## config.mk

```make
export PLATFORM = sky130hd
export DESIGN_NAME = outer_interp
export DESIGN_NICKNAME = d
export VERILOG_FILES = /design/src/common/forth_pkg.sv /design/src/verilog/outer_interp.sv
export VERILOG_INCLUDE_DIRS = /design/src /design/src/common
export SDC_FILE = /design/constraint.sdc
export NUM_CORES = 1
export LEC_CHECK = 0
export ABC_CLOCK_PERIOD_IN_PS = 4800
export BUFFER_PORTS_ARGS = -buffer_cell sky130_fd_sc_hd__buf_2
export CAP_MARGIN = 20
export CORE_MARGIN = 3
export CORE_UTILIZATION = 60
export DETAILED_ROUTE_END_ITERATION = 10
export PLACE_DENSITY_LB_ADDON = 0.12
export SETUP_SLACK_MARGIN = 0.2
export SLEW_MARGIN = 20
export SYNTH_ARGS = -nofsm -noshare
export SYNTH_HDL_FRONTEND = slang
export SYNTH_SLANG_ARGS = --single-unit
```

## constraint.sdc

```tcl
create_clock -name clk -period 4.8 [get_ports clk]
set_clock_uncertainty 0.15 [all_clocks]
set_input_delay 0.96 -clock clk [delete_from_list [all_inputs] [get_ports clk]]
set_output_delay 0.96 -clock clk [all_outputs]
set_load 0.03 [all_outputs]
```

## src/common/forth_config.svh

```systemverilog
/*
 * Forth core configuration
 * Sizes of the cell, stacks, ROM, dictionary and queues,
 * and the serial bit divider
 */
`ifndef FORTH_CONFIG_SVH
`define FORTH_CONFIG_SVH

// Data path
`define CELL_WIDTH 32
`define DSTACK_DEPTH 16

// Program and dictionary storage
`define ROM_DEPTH 64
`define DICT_DEPTH 32
`define QUEUE_DEPTH 16

// Clocks per serial bit, 8 for simulation
// On the board use clock frequency / 19200, e.g. 2604 at 50 MHz
`define UART_BIT_DIV 8

`endif

```

## src/common/forth_pkg.sv

```systemverilog
/*
 * Forth core types
 * Vector types for cells, ROM addresses, stack pointers, characters
 * and LEDs, plus the opcode set of the inner interpreter
 */
`include "forth_config.svh"

package forth_pkg;

	// One stack or ROM cell
	typedef logic [`CELL_WIDTH-1:0] cell_t;
	// Boot ROM address, also used as execution token
	typedef logic [$clog2(`ROM_DEPTH)-1:0] rom_addr_t;
	typedef logic [$clog2(`DSTACK_DEPTH)-1:0] dptr_t;
	typedef logic [7:0] byte_t;
	// Red, blue, green from MSB down
	typedef logic [2:0] led_t;

	// Opcodes live in the low bits of a ROM cell
	typedef enum logic [3:0] {
		op_lit,
		op_branch,
		op_0branch,
		op_dup,
		op_drop,
		op_plus,
		op_minus,
		op_negate,
		op_zero_equal,
		op_zero_less_than,
		op_emit,
		op_io_led,
		op_execute,
		op_number
	} op_e;

endpackage

```

## src/verilog/outer_interp.sv

```systemverilog
/*
 * Forth outer interpreter
 * Packs incoming characters into counted-name cells, walks a constant
 * linked dictionary at each word end and queues the found token.
 * Single digits go to the number queue. End of line starts the
 * execute phase, which lasts until the token queue is drained.
 */
`timescale 1ns/1ns
`include "forth_config.svh"

module outer_interp import forth_pkg::*; (
	input  logic      clk,
	input  logic      reset,
	input  logic      rx_valid,
	input  byte_t     rx_data,
	output logic      rx_take,
	output logic      xt_valid,
	output rom_addr_t xt_data,
	input  logic      xt_take,
	output cell_t     num_data,
	input  logic      num_take
);

	localparam int dict_aw = $clog2(`DICT_DEPTH);
	localparam int queue_aw = $clog2(`QUEUE_DEPTH);
	// Entry points of the number and error words in the boot ROM
	localparam rom_addr_t xt_number = 21;
	localparam rom_addr_t xt_error = 1;

	typedef enum logic [2:0] {
		st_idle, st_parse, st_get_link, st_search, st_get_token, st_number, st_execute
	} state_e;

	state_e state;
	cell_t word_buf [4];
	logic [3:0] char_cnt;
	logic [3:0] char_next;
	logic [2:0] word_cells;
	logic [2:0] cell_idx;
	logic [dict_aw-1:0] wp;
	logic [dict_aw-1:0] link_addr;
	cell_t dict_q;
	logic line_end;
	logic is_digit;
	rom_addr_t new_xt;
	rom_addr_t xt_queue [`QUEUE_DEPTH];
	cell_t num_queue [`QUEUE_DEPTH];
	logic [queue_aw-1:0] xt_rd;
	logic [queue_aw-1:0] xt_wr;
	logic [queue_aw-1:0] num_rd;
	logic [queue_aw-1:0] num_wr;

	////////////////////////////////////////////////////////////
	// Dictionary: link, counted name cells, token
	function automatic cell_t dict_cell(input logic [dict_aw-1:0] addr);
		case (addr)
			0:  return cell_t'(3);
			1:  return {8'd1, "red"};
			2:  return cell_t'(6);
			3:  return cell_t'(7);
			4:  return {8'd2, "gre"};
			5:  return {"en", 16'd0};
			6:  return cell_t'(11);
			7:  return cell_t'(11);
			8:  return {8'd2, "blu"};
			9:  return {"e", 24'd0};
			10: return cell_t'(16);
			11: return cell_t'(14);
			12: return {8'd1, ".", 16'd0};
			13: return cell_t'(24);
			14: return cell_t'(17);
			15: return {8'd1, "+", 16'd0};
			16: return cell_t'(41);
			// Last entry, link 0 ends the chain
			17: return cell_t'(0);
			18: return {8'd1, "-", 16'd0};
			19: return cell_t'(44);
			default: return '0;
		endcase
	endfunction

	assign dict_q = dict_cell(wp);
	assign char_next = char_cnt + 4'd1;
	assign word_cells = {1'b0, char_cnt[3:2]} + 3'd1;
	// rx_data stays put until rx_take
	assign line_end = rx_data >= 8'd10 && rx_data <= 8'd13;
	assign is_digit = char_cnt == 4'd1 && word_buf[0][23:16] >= "0"
		&& word_buf[0][23:16] <= "9";
	assign new_xt = (state == st_get_token) ? dict_q[$bits(rom_addr_t)-1:0]
		: (is_digit ? xt_number : xt_error);

	assign xt_valid = state == st_execute && xt_rd != xt_wr;
	assign xt_data = xt_queue[xt_rd];
	assign num_data = num_queue[num_rd];

	////////////////////////////////////////////////////////////
	always_ff @(posedge clk) begin
		if (!reset) begin
			state <= st_idle;
			rx_take <= 1'b0;
			char_cnt <= '0;
			word_buf <= '{default: '0};
			wp <= '0;
			link_addr <= '0;
			cell_idx <= '0;
			xt_rd <= '0;
			xt_wr <= '0;
			num_rd <= '0;
			num_wr <= '0;
		end
		else begin
			rx_take <= 1'b0;
			if (xt_take)
				xt_rd <= xt_rd + 1'b1;
			if (num_take)
				num_rd <= num_rd + 1'b1;
			case (state)
				st_idle: begin
					// Skip the cycle in which the last byte is still being taken
					if (rx_valid && !rx_take)
						state <= st_parse;
				end
				st_parse: begin
					wp <= '0;
					if (line_end || rx_data == " ") begin
						if (char_cnt != 4'd0) begin
							state <= st_get_link;
						end
						else if (line_end) begin
							state <= st_execute;
						end
						else begin
							state <= st_idle;
							rx_take <= 1'b1;
						end
					end
					else begin
						// Big-endian after the count byte, long words clipped
						if (char_cnt != 4'd15) begin
							char_cnt <= char_next;
							word_buf[char_next[3:2]][(3 - char_next[1:0]) * 8 +: 8] <= rx_data;
							word_buf[0][31:24] <= {6'd0, char_next[3:2]} + 8'd1;
						end
						state <= st_idle;
						rx_take <= 1'b1;
					end
				end
				st_get_link: begin
					link_addr <= dict_q[dict_aw-1:0];
					wp <= wp + 1'b1;
					cell_idx <= '0;
					state <= st_search;
				end
				st_search: begin
					if (cell_idx == word_cells) begin
						state <= st_get_token;
					end
					else if (dict_q == word_buf[cell_idx[1:0]]) begin
						wp <= wp + 1'b1;
						cell_idx <= cell_idx + 3'd1;
					end
					else if (link_addr != '0) begin
						wp <= link_addr;
						state <= st_get_link;
					end
					else begin
						state <= st_number;
					end
				end
				st_get_token, st_number: begin
					// Word end, queue the token and clear the buffer
					if (state == st_number && is_digit) begin
						num_queue[num_wr] <= cell_t'(word_buf[0][23:16] - "0");
						num_wr <= num_wr + 1'b1;
					end
					xt_queue[xt_wr] <= new_xt;
					xt_wr <= xt_wr + 1'b1;
					char_cnt <= '0;
					word_buf <= '{default: '0};
					state <= line_end ? st_execute : st_idle;
					rx_take <= !line_end;
				end
				st_execute: begin
					if (xt_rd == xt_wr) begin
						state <= st_idle;
						rx_take <= 1'b1;
					end
				end
				default: state <= st_idle;
			endcase
		end
	end

endmodule
```

* Word level (Yosys, flattened, before mapping)
Memories as Yosys holds them, arrays and structs flattened. A register that Yosys moved wholly into a read port is not among the register bits. Index checks and enable logic that the tools add are counted.
Storage, ports and cells: flip-flop bits (word level) 165, bits in writable memories 608, ROM bits 832, bits of input ports 13, logic and storage cells 131, memories kept 3
Memory list:
- (name not given) | words 32, width 26, rd ports 1, clocked after memory_dff 1, wr ports 0, RTL line outer_interp.sv:56 | case (addr)
- num_queue | words 16, width 32, rd ports 1, clocked after memory_dff 1, wr ports 1, RTL line outer_interp.sv:47 | cell_t num_queue [`QUEUE_DEPTH];
- xt_queue | words 16, width 6, rd ports 1, clocked after memory_dff 1, wr ports 1, RTL line outer_interp.sv:46 | rom_addr_t xt_queue [`QUEUE_DEPTH];
Operators by class: $add $sub $neg 12, order comparisons 7, equal/unequal tests 21, shift-type cells 2, mux-type cells 48, bitwise operators 2, reductions and logical operators 22
Operators with widths (count):
- two-way mux 128 bit | 2
- one-hot mux 128 bit (2 select lines) | 1
- bitwise mux 128 bit | 1
- two-way mux 32 bit | 3
- binary-select mux 32 bit (select 2 bit) | 1
- demux 32 bit (select 2 bit) | 1
- negation 32 -> 34 bit | 1
- variable shift 8 x 34 -> 32 bit, first input constant | 1
- variable part select 8 x 34 -> 32 bit | 1
- == test 32 bit | 1
- two-way mux 3 bit | 10
- two-way mux 5 bit | 6
- two-way mux 4 bit | 6
- adder 4 x 1 -> 4 bit, second input constant | 5
- one-hot mux 3 bit (6 select lines) | 1
- one-hot mux 5 bit (3 select lines) | 1
- AND reduction 3 bit | 4
- two-way mux 1 bit | 11
- inequality test 2 bit, second input constant | 5
- == test 3 bit, second input constant | 3
- subtractor 8 x 6 -> 9 bit, second input constant | 1
- == test 8 x 6 -> 1 bit, second input constant | 1
- greater-or-equal comparator 8 x 4 -> 1 bit, second input constant | 1
- greater-or-equal comparator 8 x 6 -> 1 bit, second input constant | 1
- 32 further kinds | 45

* Logic depth before layout (Yosys ltp)
depth after elaboration 10, gate-level depth with buffers 17, mapped depth without buffers 14

* Worst setup path before layout
Ideal clock, no wire load.
kind register to output, start point register (tool-made name), end point output num_data[10], arrival time 2.783 ns, required time 3.690 ns, slack 0.907 ns, cell stages (with the launch flop) 6, cells stage by stage dfxtp_1 -> clkbuf_1 -> clkbuf_1 -> mux4_2 -> mux4_2 -> buf_4
RTL lines:
- end: declaration | RTL line outer_interp.sv:20 | output cell_t num_data,

* Worst setup path after layout
start point register cell_idx[1], end point register dict_q[2] (netlist name)
Between the ends: longest elaborated chain between the ends 10, elaborated cells between the ends (all ways) 14, classes of those cells eq/ne: 4; mux: 8; bitwise: 1; reduce/logical: 1
RTL lines:
- start: declaration | RTL line outer_interp.sv:39 | logic [2:0] cell_idx;
- start signal: assignment | RTL line outer_interp.sv:160 | cell_idx <= cell_idx + 3'd1;
- NOT 2 -> 3 bit (implied by the code) | RTL line outer_interp.sv:158 | else if (dict_q == word_buf[cell_idx[1:0]]) begin
- binary-select mux 32 bit (select 2 bit) | RTL line outer_interp.sv:158
- two-way mux 32 bit (implied by the code) (2 in series) | RTL line outer_interp.sv:158
- == test 32 bit | RTL line outer_interp.sv:158
- two-way mux 5 bit | RTL line outer_interp.sv:158
- two-way mux 5 bit | RTL line outer_interp.sv:155 | if (cell_idx == word_cells) begin
- one-hot mux 5 bit (3 select lines) | RTL line outer_interp.sv:117 | case (state)
- two-way mux 5 bit (no source line) * (2 in series)
Mark *: on every way between the ends. The rest lies on a longest branch, timed or not. The select of a mux whose other input is x is not followed. A chain may end at the register's enable or synchronous reset.

==> results_tabular.tex <==
\begin{tabular}{lr}
\hline
Metric & Value \\
\hline
\multicolumn{2}{l}{\textbf{Run status}} \\
Result of the run & finished clean \\
\multicolumn{2}{l}{\textbf{Synthesis}} \\
Sequential cell area fraction in the yosys report & 60.2\% \\
Number of flops mapped to enable cells by yosys & 240 \\
Most area-hungry cell type in the Yosys netlist & edfxtp\_1 \\
Cell area after technology mapping & 18,200 um2 \\
Fraction of registers with async set or reset after synthesis & 0\% \\
Primary FF master, synth & edfxtp\_1 \\
Net count after synthesis & 1,395 \\
Largest cells by area after synthesis & edfxtp\_1 40\%, dfxtp\_1 21\%, mux4\_2 12\% \\
Proportion of netlist area held by the largest area contributor & 39.6\% \\
Distinct cell type count after synthesis & 75 \\
Top-count cell post-synth & edfxtp\_1 \\
Flops \& latches, synth & 428 \\
Count of mapped cells out of synthesis & 1,350 \\
Warnings, synthesis & 0 \\
Most common library cells after synthesis & 240 x edfxtp\_1, 195 x nor2\_1, 188 x dfxtp\_1 \\
Syn Area/Cell & 13.5 um2 \\
\multicolumn{2}{l}{\textbf{GRT}} \\
Largest net degree at the start of global routing & 114 \\
Number of antenna violations at the first check in global routing & 0 \\
Wire length of the first global-routing pass & 65.6 mm \\
Total Routing Usage GR & 26.1\% \\
Grt total ovfl & 0 \\
Vias in the first global route & 11,000 \\
\multicolumn{2}{l}{\textbf{Worst setup path}} \\
WS Path Type & reg -> reg \\
Kind of launch point of the worst setup path & flop \\
Origin of the critical flop-to-flop path & cell\_idx[1] \\
FF-to-FF setup slack & 480 ps \\
Critical path arrival & 4590 ps \\
Crit. End Element & flop \\
Terminus of the critical flop-to-flop path & dict\_q[2] \\
Register-to-Register Path Depth & 13 \\
CP Max Fanout & 16 \\
Data required, critical path & 5070 ps \\
\multicolumn{2}{l}{\textbf{Finish}} \\
Antenna diode instance count & 0 \\
NumNets Final & 1,429 \\
Area added between synthesis and finish & 10.6\% \\
Fill cells & 2,141 \\
Sequential cell area in the final layout & 11,000 um2 \\
Util after Layout & 67.6\% \\
Share of cells above drive strength 1 & 20.1\% \\
Area of the multi-input gates & 6600 um2 \\
\multicolumn{2}{l}{\textbf{CTS}} \\
Later-pin clock latency in the skew report & 550 ps \\
H-tree depth & 2 \\
CTS sink cnt & 428 \\
Inserted Clock Buffers & 43 \\
Reg clk slew, reported paths & 60 ps \\
Longest Clk Path Bufs & 3 \\
Clock tree from TritonCTS & done \\
Cts hold-fix bufs & 0 \\
Root Buffer & clkbuf\_16 \\
\multicolumn{2}{l}{\textbf{Place}} \\
Number of buffers added on ports & 52 \\
Weighted congestion at the end of routability-driven global placement & 0.942 \\
Sum of net half-perimeters after detailed placement & 28.1 mm \\
\multicolumn{2}{l}{\textbf{Floorplan}} \\
Vertical die dimension & 180 um \\
Number of placement rows & 63 \\
Total core area & 29,800 um2 \\
I/O pin count & 53 \\
Initial standard-cell utilization of the core & 61.1\% \\
Full die area & 32,500 um2 \\
Floorplan die width & 180 um \\
\multicolumn{2}{l}{\textbf{Hold path}} \\
Launch point of the worst hold path & link\_addr[3] \\
Cell depth of the worst hold path & 2 \\
Worst Hold End & link\_addr[3] \\
Class of the tightest hold or removal check & reg -> reg \\
\multicolumn{2}{l}{\textbf{Timing}} \\
Final Critical Period & 4320 ps \\
Final number of hold-violating endpoints & 0 \\
Sum of negative setup slack & 0 ps \\
Fin crit share & 90.0\% \\
Least-Margin Pin Slew & 1110 ps \\
Total count of max-transition violations in the final report & 0 \\
Highest achievable clock rate & 231 MHz \\
Slew headroom & 25.2\% \\
\# setup viols final & 0 \\
Unrepaired setup endpoints after global routing & false \\
\multicolumn{2}{l}{\textbf{Power and ir drop}} \\
Maximum vdd drop & 0.341 mV \\
Areal power density over the cells & 391 nW/um2 \\
Leakage component of the power & 6.89 nW \\
\multicolumn{2}{l}{\textbf{Routing}} \\
Number of vias per cell & 6.30 \\
Final Routed Wirelength & 42.6 mm \\
Total via count after detailed routing & 11,400 \\
Post-route DRC & 0 \\
Detailed Routing Iterations Pass 1 & 8 \\
Initial DRC Count & 1,119 \\
Remaining number of nets flagged by the antenna check after routing & 0 \\
Wirelength per Cell & 23.6 um \\
\multicolumn{2}{l}{\textbf{Job}} \\
Max-cap violations & 0 \\
\hline
\end{tabular}
-- report_power, final --
part	leakage (nW)	switching (mW)	internal, mW
clock	0.662	1.34	1.90
combinational	2.57	0.385	0.257
sequential	3.66	0.0806	3.91
total	6.89	1.80	6.07
-- timing repair --
action | in CTS | in global routing
buffers inserted | 0 | 2
gates resized for setup | 0 | 1
setup endpoints to repair | 0 | 7
endpoints found under the hold margin | 0 | 0
-- placed cells by master, fill, tap and decap left out, drive strengths merged, types with 4 or more instances in the layout --
cell type	instances
nand3	19
nand2	60
or3	11
and3	5
clkbuf	66
nor4	5
a2111oi	4
nand4	8
edfxtp	240
mux2i	16
a211oi	5
o21ai	16
nand2b	4
and2	20
dfxtp	188
a31oi	18
inv	21
o211ai	5
a21oi	25
buf	100
mux4	96
nor2	195
xor2	34
nor3	20
and4	4
ha	32
xnor2	21
a22oi	120
clkinv	8
-- metrics by stage --
stage	worst slack, ps	cell area (um2)	power (mW)	instances	hold WS (ps)
2_1_floorplan	907	18200	4.53	1350	291
3_3_place_gp	270	18700	4.69	1727	306
3_5_place_dp	246	18700	4.70	1727	316
4_1_cts	278	20100	7.91	1804	327
5_1_grt	209	20100	8.11	1806	345
6_report	478	20100	7.87	1806	332
-- area by class of cell --
cell class                 instances  area share, %
clock inverter                    11          0.746
clock buffer                      66           6.02
tap                              390           2.42
timing repair buffer             100           3.10
multi-input combinational        790           32.8
inverter                          21          0.416
sequential                       428           54.5
-- cells by family (layout without fill, tap and decap cells) --
kind of cell	count (synthesis)	in the layout	synth area share (%)
flops	428	428	60.2
simple gates	366	366	9.21
compound gates	222	222	9.06
buf+inv	132	198	3.60
mux	115	115	12.9
xor+xnor	55	55	2.75
fa+ha+maj	32	32	2.20
-- sequential cells by signal (all words and copies together), names as in the netlist, named ones only --
| signal | flops |
|---|---|
| dict_q | 20 |
| num_rd | 4 |
| char_cnt | 4 |
| rx_take | 1 |
| link_addr | 5 |
| xt_rd | 4 |
| state | 3 |
| xt_wr | 4 |
| num_wr | 4 |
| cell_idx | 3 |
| xt_queue | 96 |
| word_buf | 123 |
| num_queue | 144 |
| wp | 5 |
-- per-layer routing --
| layer | track usage [%] | vias to the layer above | share of wire (%) |
|---|---|---|---|
| met1 | 36.6 | 5687 | 42 |
| met5 | 0 | - | 0 |
| met4 | 8.90 | 0 | 3.4 |
| met3 | 3.41 | 100 | 6.0 |
| met2 | 42.8 | 444 | 49 |
| li1 | - | 5144 | - |
-- worst max-delay path: stages (launching register included) --
cell,delay (ps)
dfxtp_4,520
buf_4,310
mux4_2,540
xor2_1,160
nor4_2,450
nand3_2,220
o31ai_4,390
o2111ai_1,210
a21oi_1,190
buf_4,170
ha_1,300
nor3_1,220
a21oi_1,70
a211o_1,290
-- worst max path at each step --
stage	from	end	slack, ps	cells past startpoint
floorplan	flop	num_data[10]	910	5
global placement	rx_data[6]	word_buf[102]	270	10
detailed placement	rx_data[6]	word_buf[102]	250	10
CTS	cell_idx[1]	dict_q[2]	280	12
global route	cell_idx[1]	dict_q[21]	210	14
finish	cell_idx[1]	dict_q[2]	480	13
No activity file was read; power rests on OpenSTA's default activity.
